===== config.mk =====
export PLATFORM = sky130hd
export DESIGN_NAME = div_operand_prep
export DESIGN_NICKNAME = d
export VERILOG_FILES = /design/src/common/div_pkg.sv /design/src/divider/div_operand_prep.sv
export SDC_FILE = /design/constraint.sdc
export NUM_CORES = 1
export LEC_CHECK = 0
export BUFFER_PORTS_ARGS = -buffer_cell sky130_fd_sc_hd__buf_4
export CAP_MARGIN = 20
export CORE_AREA = 3 3 133 135
export DETAILED_ROUTE_END_ITERATION = 12
export DIE_AREA = 0 0 136 138
export PLACE_DENSITY = 0.5
export SLEW_MARGIN = 10
export SYNTH_ARGS = -nofsm -noshare
export SYNTH_HDL_FRONTEND = slang
export SYNTH_SLANG_ARGS = --single-unit

===== constraint.sdc =====
create_clock -name clk -period 1.15 [get_ports clk]
set_input_delay 0.23 -clock clk [delete_from_list [all_inputs] [get_ports clk]]
set_output_delay 0.23 -clock clk [all_outputs]
set_load 0.02 [all_outputs]

===== src/common/div_pkg.sv =====
`default_nettype none

package div_pkg;

    // operand and result width
    localparam int unsigned xlen = 32;

    // partial remainder carries one extra bit for the compare
    localparam int unsigned rem_w = xlen + 1;

    // one restoring step per quotient bit
    localparam int unsigned num_cells = xlen;

    // producer + cells + consumer
    localparam int unsigned div_latency = num_cells + 2;

    // request as seen at the unit boundary
    typedef struct packed {
        logic [xlen-1:0] dividend;
        logic [xlen-1:0] divisor;
        logic            signed_op;  // div/rem vs divu/remu
        logic            rem_sel;    // 1 selects the remainder
    } div_req_t;

    // side info that rides along with each request
    typedef struct packed {
        logic neg_quot;  // quotient must be negated
        logic neg_rem;   // remainder must be negated
        logic div_zero;  // divisor was zero
        logic rem_sel;   // return the remainder
    } div_tag_t;

    // state handed from one divider cell to the next
    typedef struct packed {
        logic [rem_w-1:0] rem;   // partial remainder
        logic [xlen-1:0]  quot;  // quotient bits so far
        logic [xlen-1:0]  dvd;   // dividend bits not yet consumed
        logic [xlen-1:0]  dvs;   // divisor magnitude
        div_tag_t         tag;
        logic             valid;
    } div_stage_t;

    // result word toward the core
    typedef struct packed {
        logic            valid;
        logic [xlen-1:0] data;
    } div_result_t;

endpackage

`default_nettype wire


===== src/divider/div_operand_prep.sv =====
`default_nettype none

module div_operand_prep import div_pkg::*; (
    input  logic       clk,
    input  logic       rstn,
    input  logic       in_valid,
    input  div_req_t   req,
    output div_stage_t stage_in
);

    logic            dvd_neg;
    logic            dvs_neg;
    logic [xlen-1:0] dvd_mag;
    logic [xlen-1:0] dvs_mag;
    logic            dvs_zero;
    div_stage_t      stage_d;

    // operand signs only count for signed ops
    assign dvd_neg = req.signed_op & req.dividend[xlen-1];
    assign dvs_neg = req.signed_op & req.divisor[xlen-1];

    assign dvd_mag  = dvd_neg ? (~req.dividend + 1'b1) : req.dividend;
    assign dvs_mag  = dvs_neg ? (~req.divisor + 1'b1) : req.divisor;
    assign dvs_zero = (req.divisor == '0);

    always_comb begin
        stage_d              = '0;
        stage_d.rem          = '0;          // nothing shifted in yet
        stage_d.quot         = '0;
        stage_d.dvd          = dvd_mag;
        stage_d.dvs          = dvs_mag;
        // x/0 keeps the quotient positive so the all-ones result survives
        stage_d.tag.neg_quot = (dvd_neg ^ dvs_neg) & ~dvs_zero;
        stage_d.tag.neg_rem  = dvd_neg;     // remainder follows the dividend
        stage_d.tag.div_zero = dvs_zero;
        stage_d.tag.rem_sel  = req.rem_sel;
        stage_d.valid        = in_valid;
    end

    always_ff @(posedge clk or negedge rstn) begin
        if (!rstn) begin
            stage_in <= '0;
        end else begin
            stage_in.valid <= in_valid;
            if (in_valid) begin
                stage_in <= stage_d;
            end
        end
    end

endmodule

`default_nettype wire


==> out/results.env <==
RSZ0062_AT_GRT='yes'
DESIGN.CORE.AREA_SQ_UM=16600
YOSYSTOPAREACELL='dfrtp_1'
CTS_ROOT_BUFFER='clkbuf_16'
ROUTE.VIAS.TOTAL=5796
DPL_WORST_SLACK_PS=-823
DOMINANTREGCELLSYNTH='dfrtp_1'
P_INT_mW=6.08
ASYNC_FLOP_SHARE_PCT=100
DETAILED_PLACE_HPWL_MM=13.9
HTREE_LEVELS=3
LAYOUT_COMMON_CELLS='buf_4 (250), buf_6 (78), dfrtp_1 (69), conb_1 (65), nor2_1 (49)'
SYNTH.CELL_AREA_SQ_UM=4970
FLOORPLAN.ROWS=47
CP.DEPTH=5
NETLIST.AREA_LEADER.SHARE_PCT=34.7
GRT_ANTENNA_BEFORE_REPAIR=0
HOLD_PATH_DEPTH=2
TIMING.CRITICAL_PATH.MAX_DELAY_FAMILY='simple AND/OR/NAND/NOR gates'
CAP_VIOLATIONS=0
SYNTHESIS.YOSYS.WARNINGS=0
POWER.SHARE.COMBINATIONAL_PCT=33.4
PLACED_CELLS_INCL_TAPS=1086
LAYOUT.NETS=993
SYNTH.FF_LATCH_COUNT=69
DIODE_INSERTION_COUNT_FOR_ANTENNA_REPAIR=0
SETUP_VIOL_COUNT_FINAL=48
FINAL_PERIOD_MINUS_WORST_SETUP_SLACK_PS=1610
PLACE_CONGESTION=0.884
REG.LARGEST.LIST='stage_in: 69 flops'
NETLIST_TOP_CELLS_AREA='dfrtp_1 (35%), buf_4 (9.8%), a21oi_1 (4.4%)'
GLOBAL_ROUTE.USAGE.TOTAL_PCT=19.8
CRITICAL_PATH_BUF_INV_COUNT=1
SYNTH_AREA_PER_CELL_SQ_UM=8.30
CTS.SINKS=69
DIE_H_UM=138
TOTAL_LEAKAGE_POWER_nW=4.07
VIA_PER_INST=5.06
SLOWEST_DELAY_PS=550
CLOCK_POWER_SHARE_PCT=34.5
LAYOUT.CELLS.NON_FILLER=1146
SETUP.WORST_PATH.END_CLASS='register'
MAX-VDD-IR-DROP_V=0.000703
OVERFLOW=0
CRIT_REQUIRED_PS=1420
VIOLATIONS='negative setup slack'
POSTSYNTHCELLCOUNT=599
R2R_CELLS=3
CRITPATHMAXFANOUT=4
POST_DP_CELL_AREA_SQ_UM=7620
WORST_SLACK_PS=-459
WORST_SKEW_PS=0
FULL_DIE_AREA_SQ_UM=18800
CTS_TREE='done'
FMAX_GHz=0.621
WIRE_LENGTH_OF_THE_FIRST_GLOBAL_ROUTING_PASS_MM=30.4
LAYOUT_WORST_PATH_CYCLE_SHARE_PCT=140
RUN_STATUS='finished with violations'
CRITPATHARRIVALTIME_PS=1880
POWER.DENSITY_CELL_AREA_nW_PER_UM2=998
CLK_PIN_SLEW_PS=60
DIE_WIDTH_UM=136
CLOCK_LATENCY_LATE_SINK_PS=340
WORST_PATH_MAX_DELAY_CELL='or4_4'
TIMING_HOLD_VIOLATIONS_FINAL=0
IO_COUNT=203
CPMOSTUSEDCELL='or4_4'
TOTAL_SWITCHING_POWER_mW=2.93
CTS_MAX_PATH_BUFFERS=2
FIRSTDRTPASSITERS=5
ORDERED_LIST_OF_CELLS_ON_THE_WORST_PATH='buf_6 -> or4_4 -> or4_4 -> or4_1 -> nand3_1'
CTS_BUFFERS=9
SEQUENTIAL_SHARE_OF_POWER_PCT=32.1
FIRST_GLOBAL_VIAS=5914
NUMBER_OF_SYNTHESIZED_FLOPS_WITH_AN_ENABLE_PIN=0
CRITPATHKIND='in -> reg'
CRITICAL_PATH.STARTPOINT_TYPE='input port'
DRT-TOTAL-WL_MM=19.0
LARGEST_REGISTER_FFS=69
GRT_MAX_DEGREE=39
FINALPOWER_mW=9.01
PORT_BUFFERS=137
DRT_DRC_VIOLATIONS_LEFT=0
FLOW.AREA_GROWTH_FROM_SYNTHESIS_PCT=81.7
POWER.SWITCHING_FRACTION_PCT=32.6
DRT_ITER0_MARKERS=294
LARGEST-REGISTER='stage_in'
MOSTFREQUENTLAYOUTCELL='buf_4'
FINAL_ANTENNA_NET_COUNT=0
SYNTH_SEQUENTIAL_AREA_RATIO_PCT=34.7
FLOORPLAN.INITIALDENSITY_PCT=30.0
FINISH.INSTANCE_AREA_SQ_UM=9030
POST_SYNTH_NUM_CELL_TYPES=56
WORST_HOLD_PATH_TYPE='in -> reg'
FINALMAXSLEWVIOLATIONS=0
WL_PER_CELL_UM=16.5
DRIVE_GT1_SHARE_PCT=50.3
==> per-stage QoR <==
stage / utilization (%) / setup TNS [ps] / hold WS [ps]
final: 54.5 / -10170 / 127
after global routing: 54.5 / -12590 / 132
after CTS: 52.0 / -8910 / 111
after detailed placement: 45.9 / -33950 / 137
after global placement: 45.9 / -32580 / 133
after floorplan: - / -14150 / -65.6
==> worst paths after layout <==
check                                    startpoint                        to  slack [ps]
max                                         req[37]  stage_in[66]$_DFFE_PN0P_        -460
min                                          req[0]   stage_in[1]$_DFFE_PN0P_         130
max reg2reg                stage_in[32]$_DFFE_PN0P_  stage_in[32]$_DFFE_PN0P_          90
min reg2reg                 stage_in[4]$_DFFE_PN0P_   stage_in[4]$_DFFE_PN0P_         500
max in group asynchronous                      rstn  stage_in[61]$_DFFE_PN0P_         370
min in group asynchronous                      rstn  stage_in[41]$_DFFE_PN0P_         320
==> logic make-up (layout without fill, tap and decap cells) <==
family                   after synthesis  in the layout  share of synthesized area, %
AND/OR/NAND/NOR                      266            267                          29.3
AO/OA/AOI/OAI                        118            118                          16.3
buffers and inverters                113            375                          13.5
flip-flops                            69             69                          34.7
XOR/XNOR                              22             22                          3.88
multiplexers                           8              8                          1.79
adder cells (fa/ha/maj)                2              2                         0.503
other                                  1             65                        0.0754
==> cells in the mapped netlist (3+ instances only) <==
cell type and instances:
nand3_1 32, nand4b_1 3, xor2_1 7, mux2_2 7, nand4_1 21, and2_1 5, xnor2_1 15, and3_1 13
a211oi_1 3, nand3b_1 4, or4_1 13, dfrtp_1 69, o211ai_1 3, a21oi_1 44, or3_1 15, clkbuf_1 30
and4_1 3, buf_1 3, o2bb2ai_1 4, nand2_1 35, a31oi_1 10, nor4_1 16, inv_1 13, nor2_1 53
o221ai_1 3, nor4b_1 4, nor3_1 31, o21ai_0 11, and4b_1 3, or3b_2 4, o41ai_1 4, a221oi_1 3
a2111o_1 9, buf_4 65, o31ai_1 7
==> power groups by stage <==
stage / clock network [mW] / logic [mW] / registers, mW
after floorplan: 0 / 1.08 / 3.23
after global placement: 0 / 2.64 / 2.92
after detailed placement: 0 / 2.67 / 2.92
after CTS: 3.20 / 2.86 / 2.89
after global routing: 3.28 / 3.24 / 2.93
final: 3.11 / 3.01 / 2.89
==> layer usage <==
metal,up-vias,part of all wire (%),GRT usage (%)
li1,2762,-,-
met1,2800,42,26.1
met2,215,48,30.7
met3,19,8.7,6.50
met4,0,1.2,6.31
met5,-,0,0
==> final cells by class <==
cell class | instances | area (sq um)
clock inverter | 5 | 85.1
sequential | 69 | 1730
tap | 220 | 275
timing repair buffer | 347 | 3110
fill | 1468 | 7550
multi-input combinational | 482 | 3510
inverter | 13 | 83.8
clock buffer | 10 | 239
==> timing repair <==
item,CTS,global route
setup buffers,26,23
setup endpoints to repair,58,83
hold endpoints to repair,16,0
pin swaps,50,43
gates cloned,1,0
gates resized for setup,108,67
hold buffers,1,0
No activity file was read; power rests on OpenSTA's default activity.
