### config.mk
export PLATFORM = sky130hd
export DESIGN_NAME = div_result_fix
export DESIGN_NICKNAME = d
export VERILOG_FILES = /design/src/common/div_pkg.sv /design/src/logic/div_result_fix.sv
export SDC_FILE = /design/constraint.sdc
export NUM_CORES = 1
export LEC_CHECK = 0
export BUFFER_PORTS_ARGS = -buffer_cell sky130_fd_sc_hd__buf_2
export CORE_MARGIN = 2
export CORE_UTILIZATION = 26
export DETAILED_ROUTE_END_ITERATION = 7
export PLACE_DENSITY_LB_ADDON = 0.15
export SLEW_MARGIN = 20
export SYNTH_ARGS = -nofsm -noshare
export SYNTH_HDL_FRONTEND = slang
export SYNTH_SLANG_ARGS = --single-unit
### constraint.sdc
create_clock -name clk -period 2.1 [get_ports clk]
set_clock_uncertainty 0.1 [all_clocks]
set_input_delay 0.105 -clock clk [delete_from_list [all_inputs] [get_ports clk]]
set_output_delay 0.105 -clock clk [all_outputs]
set_load 0.01 [all_outputs]
### src/common/div_pkg.sv
`default_nettype none

package div_pkg;

    // operand and result width
    localparam int unsigned xlen = 32;

    // partial remainder carries one extra bit for the compare
    localparam int unsigned rem_w = xlen + 1;

    // one restoring step per quotient bit
    localparam int unsigned num_cells = xlen;

    // producer + cells + consumer
    localparam int unsigned div_latency = num_cells + 2;

    // request as seen at the unit boundary
    typedef struct packed {
        logic [xlen-1:0] dividend;
        logic [xlen-1:0] divisor;
        logic            signed_op;  // div/rem vs divu/remu
        logic            rem_sel;    // 1 selects the remainder
    } div_req_t;

    // side info that rides along with each request
    typedef struct packed {
        logic neg_quot;  // quotient must be negated
        logic neg_rem;   // remainder must be negated
        logic div_zero;  // divisor was zero
        logic rem_sel;   // return the remainder
    } div_tag_t;

    // state handed from one divider cell to the next
    typedef struct packed {
        logic [rem_w-1:0] rem;   // partial remainder
        logic [xlen-1:0]  quot;  // quotient bits so far
        logic [xlen-1:0]  dvd;   // dividend bits not yet consumed
        logic [xlen-1:0]  dvs;   // divisor magnitude
        div_tag_t         tag;
        logic             valid;
    } div_stage_t;

    // result word toward the core
    typedef struct packed {
        logic            valid;
        logic [xlen-1:0] data;
    } div_result_t;

endpackage

`default_nettype wire

### src/logic/div_result_fix.sv
`default_nettype none

module div_result_fix import div_pkg::*; (
    input  logic        clk,
    input  logic        rstn,
    input  div_stage_t  stage_out,
    output div_result_t res
);

    logic [xlen-1:0] quot_mag;
    logic [xlen-1:0] rem_mag;
    logic [xlen-1:0] quot_fix;
    logic [xlen-1:0] rem_fix;
    logic [xlen-1:0] data_n;

    assign quot_mag = stage_out.quot;
    assign rem_mag  = stage_out.rem[xlen-1:0];  // top bit is zero after the last step

    always_comb begin
        quot_fix = stage_out.tag.neg_quot ? (~quot_mag + 1'b1) : quot_mag;
        if (stage_out.tag.div_zero) begin
            quot_fix = '1;  // riscv x/0
        end
        // remainder of x/0 is |x|, so negating it returns the dividend
        rem_fix = stage_out.tag.neg_rem ? (~rem_mag + 1'b1) : rem_mag;
        data_n  = stage_out.tag.rem_sel ? rem_fix : quot_fix;
    end

    always_ff @(posedge clk or negedge rstn) begin
        if (!rstn) begin
            res <= '0;
        end else begin
            res.valid <= stage_out.valid;
            if (stage_out.valid) begin
                res.data <= data_n;
            end
        end
    end

endmodule

`default_nettype wire

==> results of run 1 <==
==> timing repair <==
action / 4_1_cts / 5_1_grt
hold buffers: 2 / 0
endpoints found under the setup margin: 0 / 6
endpoints found under the hold margin: 34 / 0
resized for setup: 0 / 7
==> metal layers <==
metal	GRT usage	routed length, µm	share of wire	vias to the layer above
met5	0	0	0	-
met1	0.2332	5005	0.46	1582
met2	0.2937	5165	0.47	112
li1	-	-	-	1671
met4	0.05500	192	0.018	0
met3	0.02689	568	0.052	8
==> metrics by stage <==
step	TNS [ps]	cell area, µm²	instances	utilization
final	0	4259	651	0.3895
after global routing	-16.33	4259	651	0.3895
after CTS	0	4217	651	0.3856
after detailed placement	-2394	4058	641	0.3711
after global placement	-2046	4058	641	0.3711
after floorplan	-142.4	2949	353	-
==> path summary, 6_finish.rpt <==
check | slack, ps | to | cells after the start
min in group asynchronous | 350 | res[18]$_DFFE_PN0P_ | 2
hold / removal | 90 | res[22]$_DFFE_PN0P_ | 3
setup / recovery | 80 | res[25]$_DFFE_PN0P_ | 7
setup reg to reg | 1150 | res[21]$_DFFE_PN0P_ | 2
hold reg to reg | 370 | res[14]$_DFFE_PN0P_ | 1
max in group asynchronous | 1040 | res[7]$_DFFE_PN0P_ | 2
==> critical path: stages <==
cell	delay (ps)
buf_2	100
or4_4	540
or4_4	470
or3_4	360
o31ai_2	200
xor2_1	200
a21oi_1	80
==> kinds of logic after synthesis <==
| logic type | Yosys count | share of synthesized area |
|---|---|---|
| AO/OA/AOI/OAI | 125 | 0.3051 |
| AND/OR/NAND/NOR | 104 | 0.1939 |
| XOR/XNOR | 50 | 0.1485 |
| buffers and inverters | 34 | 0.04667 |
| flip-flops | 33 | 0.2800 |
| multiplexers | 5 | 0.01740 |
| adder cells (fa/ha/maj) | 2 | 0.008484 |
==> cell usage in the layout, fill, tap and decap left out, drive strengths merged, types with 10 or more instances in the layout <==
| cell | netlist | final |
|---|---|---|
| buf | 5 | 172 |
| xor2 | 34 | 34 |
| dfrtp | 33 | 33 |
| o21ai | 25 | 25 |
| nand2 | 23 | 23 |
| o31ai | 18 | 18 |
| xnor2 | 16 | 16 |
| nor2 | 15 | 15 |
| a221oi | 15 | 15 |
| a21o | 15 | 15 |
| nor3 | 13 | 13 |
| a21oi | 13 | 13 |
| or4 | 13 | 13 |
| o41ai | 11 | 11 |
| inv | 10 | 10 |
==> power breakdown <==
group / leakage [nW] / internal [W] / total [W] / switching (W)
Clock: 0.0706 / 0.000436 / 0.000720 / 0.000284
Sequential: 0.377 / 0.000715 / 0.000757 / 0.0000421
Combinational: 1.43 / 0.000328 / 0.000711 / 0.000382
==> final cells by class <==
class | count | area, µm²
Multi-Input combinational cell | 286 | 2028
Clock buffer | 6 | 128.9
Inverter | 10 | 37.54
Sequential cell | 33 | 825.8
Clock inverter | 2 | 10.01
Tap cell | 140 | 175.2
Fill cell | 1177 | 6676
Timing Repair Buffer | 174 | 1054
==> results.cfg, run 1 <==
[synthesis]
synth_warnings = 0
synth_common_cells = xor2_1, dfrtp_1, o21ai_0, nand2_1, clkbuf_1
netlist_area_um2 = 2949
yosys.area.top_type = dfrtp_1
async_flop_share = 1.000
synth_area_leaders = dfrtp_1, xor2_1, xnor2_1, a221oi_1, o31ai_1
netlist_instances = 353
synth_nets = 491
synth_flop_cell = dfrtp_1
synth.yosys.seq_area_share = 0.2800
ys_types = 53
synth_edf_count = 0
ys_ff_latch = 33
yosys.area.top_type_share = 0.2800
synth_most_common_cell = xor2_1
syn_area_per_cell_um2 = 8.354

[final_layout]
fin_nets = 648
largest_register_ffs = 33
top_register = res
num_antenna_cells = 0
layout-drive-gt1-share = 0.3836
area_delta_synth_final_pct = 44.42
biggestRegsByFlops = res x33

[routing]
viasPerCell = 5.181
ant_nets = 0
vias = 3373
wire_per_inst_um = 16.79
drt_iter0_markers = 140
drc = 0
first_pass_iters = 4
wirelength_um = 10930

[worst_setup_path]
reg2reg_from = res[21]$_DFFE_PN0P_
critPathArrivalTime_ps = 2070
crit_type = in -> reg
cp-start-kind = primary input
required_ps = 2140
crit_fanout = 6
worstSetupStartpoint = stage_out[119]
cp-end-kind = flop

[clock_network]
clockBufferDepth = 2
cts_buffers = 5
cts_tree = yes
h-tree-depth = 2
post_cts_buffers = 0
cts-root-buf = clkbuf_16
clock_latency_ps = 280
cts_sinks = 33
clk_pin_slew_ps = 50

[hold_path]
min_path_type = in -> reg
worstHoldStart = stage_out[123]

[power_and_ir_drop]
power_w = 0.002187
power.density_nw_per_um2 = 513.5
power_leakage_nw = 1.874
ir_drop_mv = 0.2538

[floorplan]
die_h_um = 110.5
core_area_um2 = 10940
num_io_pins = 169
rows = 38
die_w_um = 110.5
die_area_um2 = 12210
start_util = 0.2697

[run]
drv_cap = 0

[sta]
setup_viol = 0
maxSlewViolCount = 0
finalHoldViolations = 0
fin_ws_ps = 77.93
relSlewSlack = 0.4726
tightest_slew_ps = 791.1
holdWs_ps = 86.01
post-route-min-period_ps = 2022
fin_crit_sh = 0.9629
max_freq_ghz = 0.4945

[outcome]
status = finished, final reports clean

[placed_design]
gp_congestion = 0.8336
port_buffers = 103
dp_hpwl_um = 8661
place_ws_ps = -252.6

[global_route]
grt_max_degree = 40
grt_pass1_wl_um = 17280
grt_use_total = 0.1758
grt_overflow = 0
first_global_vias = 3268
antenna_found_initial = 0
Power figures use the tool's default switching activity.
==> run 2: changes to the inputs <==
- BUFFER_PORTS_ARGS: -buffer_cell sky130_fd_sc_hd__buf_2 -> unset
- DONT_BUFFER_PORTS: unset -> 1
==> run 2 against run 1 <==
Net effect: the flow now finishes with violations (negative hold slack); setup slack gained 1.7 ps; largest power group unchanged; sequential cell count unchanged; via count decreased by 12%; design area decreased by 16%; total power decreased by 10%; register-to-register slack got worse by 80 ps; clock-buffer cell count increased by 1.
==> results.cfg, run 2 (synthesis gave the netlist of run 1 again) <==
[outcome]
status = finished, violations left
violations = negative hold slack

[floorplan]
start_util = 0.2697
core_area_um2 = 10940
die_h_um = 110.5
rows = 38
num_io_pins = 169
die_w_um = 110.5
die_area_um2 = 12210

[placed_design]
dp_hpwl_um = 8298
port_buffers = 0
place_ws_ps = -156.7
gp_congestion = 0.8262
dpl_cell_area_um2 = 3249

[worst_setup_path]
cp_top_family = simple AND/OR/NAND/NOR gates
cp-end-kind = flop
cpPeakStageDelay_ps = 550
crit_type = in -> reg
endpoint = res[31]$_DFFE_PN0P_
required_ps = 2200
worstSetupStartpoint = stage_out[95]
reg2reg_from = res[21]$_DFFE_PN0P_
r2r_cells = 2
reg2reg_to = res[21]$_DFFE_PN0P_
crit_chain = or4_1 -> or4_1 -> o41ai_1 -> xnor2_1 -> o221ai_1 -> o2bb2ai_1
cp-start-kind = primary input
cp.depth = 6
crit_fanout = 3
crit_buf_inv = 0
r2r_setup_slack_ps = 1070
cp_common_cell = or4_1
slowest_stage = or4_1
critPathArrivalTime_ps = 2120

[final_layout]
num_antenna_cells = 0
final_cell_mix = xor2_1, dfrtp_1, buf_4
final_common_cell = xor2_1
biggestRegsByFlops = res x33
layout-drive-gt1-share = 0.1257
final_cell_area_um2 = 3565
largest_register_ffs = 33
fillCellCount = 1169
top_register = res
area_delta_synth_final_pct = 20.87
final_util = 0.3260
fin_nets = 520

[power_and_ir_drop]
power_leakage_nw = 1.337
power_w = 0.001964
power.density_nw_per_um2 = 551.0
ir_drop_mv = 0.2725

[clock_network]
cts_tree = yes
cts-root-buf = clkbuf_16
post_cts_buffers = 0
cts_buffers = 5
clock_latency_ps = 280
clk_pin_slew_ps = 60
cts_sinks = 33
h-tree-depth = 2
clockBufferDepth = 2

[sta]
maxSlewViolCount = 0
holdWs_ps = -3.830
setup_viol = 0
finalHoldViolations = 1
max_freq_ghz = 0.4950
post-route-min-period_ps = 2020
relSlewSlack = 0.4086
fin_ws_ps = 79.59
rsz0062_at_grt = false
fin_crit_sh = 0.9621
tightest_slew_ps = 887.1

[global_route]
first_global_vias = 3011
grt_max_degree = 40
antenna_found_initial = 0
grt_overflow = 0
grt_use_total = 0.1781
grt_pass1_wl_um = 17260

[routing]
top_layer = met4
ant_nets = 0
wirelength_um = 11150
drt_iter0_markers = 185
vias = 2977
wire_per_inst_um = 21.35
first_pass_iters = 4
viasPerCell = 5.703
wl_met1_um = 4780
dr_wl_met3_um = 975
drc = 0
met2_length_um = 5205

[hold_path]
min_path_type = in -> reg

[run]
drv_cap = 0
## run 2: worst min-delay path by stage
stage / to / from / slack (ps) / cells after the start
floorplan: res[0]$_DFFE_PN0P_ / rstn / -290 / 0
global placement: res[16]$_DFFE_PN0P_ / rstn / -290 / 0
detailed placement: res[18]$_DFFE_PN0P_ / rstn / -290 / 0
CTS: res[26]$_DFFE_PN0P_ / stage_out[95] / 2 / 3
global route: res[26]$_DFFE_PN0P_ / stage_out[95] / 6 / 3
finish: res[28]$_DFFE_PN0P_ / stage_out[129] / -4 / 3
## run 2: power by group
| group | switching [W] | total (W) | leakage (nW) | internal, W |
|---|---|---|---|---|
| Sequential | 0.000100 | 0.000816 | 0.377 | 0.000715 |
| Combinational | 0.000206 | 0.000412 | 0.890 | 0.000206 |
| Clock | 0.000270 | 0.000736 | 0.0700 | 0.000466 |
| Total | 0.000577 | 0.00196 | 1.34 | 0.00139 |
## run 2: worst min-delay path, delay by kind of cell
family | cells | cell delay, ps
compound gates | 2 | 160
simple gates | 1 | 80
## run 2: layer usage
metal | GRT usage | up-vias
li1 | - | 1420
met1 | 0.2288 | 1426
met2 | 0.2892 | 119
met3 | 0.05653 | 12
met4 | 0.04667 | 0
met5 | 0 | -
## run 2: what timing repair did
item / CTS / global route
hold endpoints to repair: 61 / 0
setup endpoints to repair: 0 / 2
hold buffers: 16 / 0
resized for setup: 0 / 1
## run 2: final cells by class
class                      instances  area (µm²)  share of cell area
clock buffer                       7       142.6             0.04001
inverter                          10       37.54             0.01053
multi-input combinational        286        1986              0.5570
sequential                        33       825.8              0.2317
tap                              140       175.2             0.04914
timing repair buffer              46       397.9              0.1116
## run 2: stage by stage
| step | TNS (ps) | instances | hold WS (ps) |
|---|---|---|---|
| finish | 0 | 522 | -3.830 |
| global placement | -703.9 | 499 | -289.8 |
| detailed placement | -656.6 | 499 | -289.8 |
| floorplan | -142.4 | 353 | -290.6 |
| CTS | 0 | 522 | 1.597 |
| global route | 0 | 522 | 6.439 |
==> run 3: changes to the inputs <==
- REMOVE_ABC_BUFFERS: unset -> 1
- SETUP_SLACK_MARGIN: unset -> 0.15
==> run 3 against run 2 <==
Net effect: the run still ends with negative hold slack left; global-route usage decreased by 0.53 points; clock power decreased by 2%; total power decreased by 2.8%; fmax increased by 5.2%; combinational power decreased by 9.0%; clock-buffer cell count increased by 1; via count decreased by 0.34%; routed wire length decreased by 3.2%; sequential power about the same; register-to-register slack got worse by 430 ps.
==> results.cfg, run 3 (synthesis gave the netlist of run 1 again) <==
[power_and_ir_drop]
ir_drop_mv = 0.2459
netSwitchingFraction = 0.2940
power.density_nw_per_um2 = 548.2
power_frac_comb = 0.196
power_frac_clock = 0.378
internal_power_w = 0.001348
power_leakage_nw = 1.297
power_w = 0.001909
power_frac_seq = 0.426
p_switching_w = 0.0005613

[clock_network]
post_cts_buffers = 0
clockBufferDepth = 2
cts_buffers = 5
cts_sinks = 33
clk_pin_slew_ps = 60
cts_tree = yes
cts-root-buf = clkbuf_16
h-tree-depth = 2
clock_latency_ps = 280
hold_buffers = 5

[worst_setup_path]
cp-start-kind = primary input
crit_buf_inv = 0
cp_top_family = simple AND/OR/NAND/NOR gates
crit_fanout = 5
crit_type = in -> reg
crit_chain = or4_4 -> or4_4 -> or3_4 -> o31ai_4 -> a22oi_1 -> a31oi_1
slowest_stage = or4_4
cp-end-kind = flop
cp_common_cell = or4_4
critPathArrivalTime_ps = 2020
required_ps = 2200
cpPeakStageDelay_ps = 520

[sta]
tightest_slew_ps = 804.6
max_freq_ghz = 0.5207
fin_crit_sh = 0.9145
rsz0062_at_grt = true
setup_viol = 0
finalHoldViolations = 16
post-route-min-period_ps = 1920
relSlewSlack = 0.4618
maxSlewViolCount = 0
holdWs_ps = -245.2

[final_layout]
top_register = res
final_common_cell = xor2_1
num_antenna_cells = 0
multiInputGateArea_um2 = 2046
fillCellCount = 1194
final_cell_mix = xor2_1, dfrtp_1, buf_4
biggestRegsByFlops = res x33
area_delta_synth_final_pct = 18.12
instances_no_fill = 509
largest_register_ffs = 33
final_cell_area_um2 = 3483
fin_nets = 506
layout-drive-gt1-share = 0.1382
seq_area_um2 = 825.8

[floorplan]
die_h_um = 110.5
die_area_um2 = 12210
die_w_um = 110.5
start_util = 0.2697
num_io_pins = 169
rows = 38
core_area_um2 = 10940

[routing]
drt_iter0_markers = 198
wire_per_inst_um = 21.20
drc = 0
first_pass_iters = 5
vias = 2967
viasPerCell = 5.829
wirelength_um = 10790
ant_nets = 0

[global_route]
antenna_found_initial = 0
first_global_vias = 2998
grt_max_degree = 40
grt_pass1_wl_um = 16840
grt_use_total = 0.1728
grt_overflow = 0

[run]
drv_cap = 0

[hold_path]
min_path_type = in -> reg

[placed_design]
dpl_cell_area_um2 = 3227
gp_congestion = 0.7633
dp.cells = 496
dp_hpwl_um = 8004
port_buffers = 0

[outcome]
status = finished, violations left
violations = negative hold slack
==> run 3: cell count changes in the layout (fill, tap and decap cells not counted), sizes merged <==
| cell | previous run | this run |
|---|---|---|
| buf | 31 | 28 |
| dlymetal6s4s | 1 | 0 |
| clkbuf | 7 | 8 |
| dlygate4sd3 | 14 | 4 |
==> run 3: cell type report <==
type,instances,area share
flip-flops and latches,33,0.2371
clock buffers,8,0.03915
well taps,140,0.05029
inverters,10,0.01078
repair buffers,32,0.07543
multi-input cells,286,0.5873
==> run 3: power by group through the flow <==
stage               Combinational, W  Sequential (W)  Clock (W)
global placement            0.000333        0.000827          0
floorplan                   0.000264        0.000804          0
CTS                         0.000376        0.000817   0.000749
global route                0.000422        0.000827   0.000767
finish                      0.000375        0.000814   0.000721
detailed placement          0.000335        0.000828          0
==> run 3: repair_timing <==
action	in CTS	in global routing
endpoints found under the hold margin	66	15
pin swaps	0	1
gates resized for setup	3	6
endpoints found under the setup margin	1	7
==> run 3: worst register-to-register path, cell delays in order, from the launching register on <==
cell,delay [ps]
dfrtp_1,420
mux2_2,270
dlygate4sd3_1,560
==> run 3: final timing paths <==
kind,slack (ps),cells after the start,to,from
max in group asynchronous,1480,2,res[22]$_DFFE_PN0P_,rstn
max,180,6,res[27]$_DFFE_PN0P_,stage_out[119]
min,-250,0,res[32]$_DFF_PN0_,stage_out[0]
max reg2reg,640,2,res[0]$_DFFE_PN0P_,res[0]$_DFFE_PN0P_
min in group asynchronous,230,2,res[27]$_DFFE_PN0P_,rstn
min reg2reg,450,1,res[12]$_DFFE_PN0P_,res[12]$_DFFE_PN0P_
==> run 3: stage by stage <==
stage / setup TNS, ps / util / setup slack (ps) / hold slack (ps)
floorplan: -716.3 / - / -264.2 / -290.6
global placement: -512.7 / 0.2951 / -205.6 / -289.8
detailed placement: -468.8 / 0.2951 / -186.7 / -289.8
CTS: 0 / 0.3150 / 157.0 / -251.9
global route: 0 / 0.3185 / 84.64 / -253.5
finish: 0 / 0.3185 / 179.5 / -245.2
==> run 3: per-layer routing <==
metal / track usage / wire, µm
met1: 0.2126 / 4612
met2: 0.2724 / 4863
met3: 0.07245 / 1074
met4: 0.05833 / 241
met5: 0 / 0
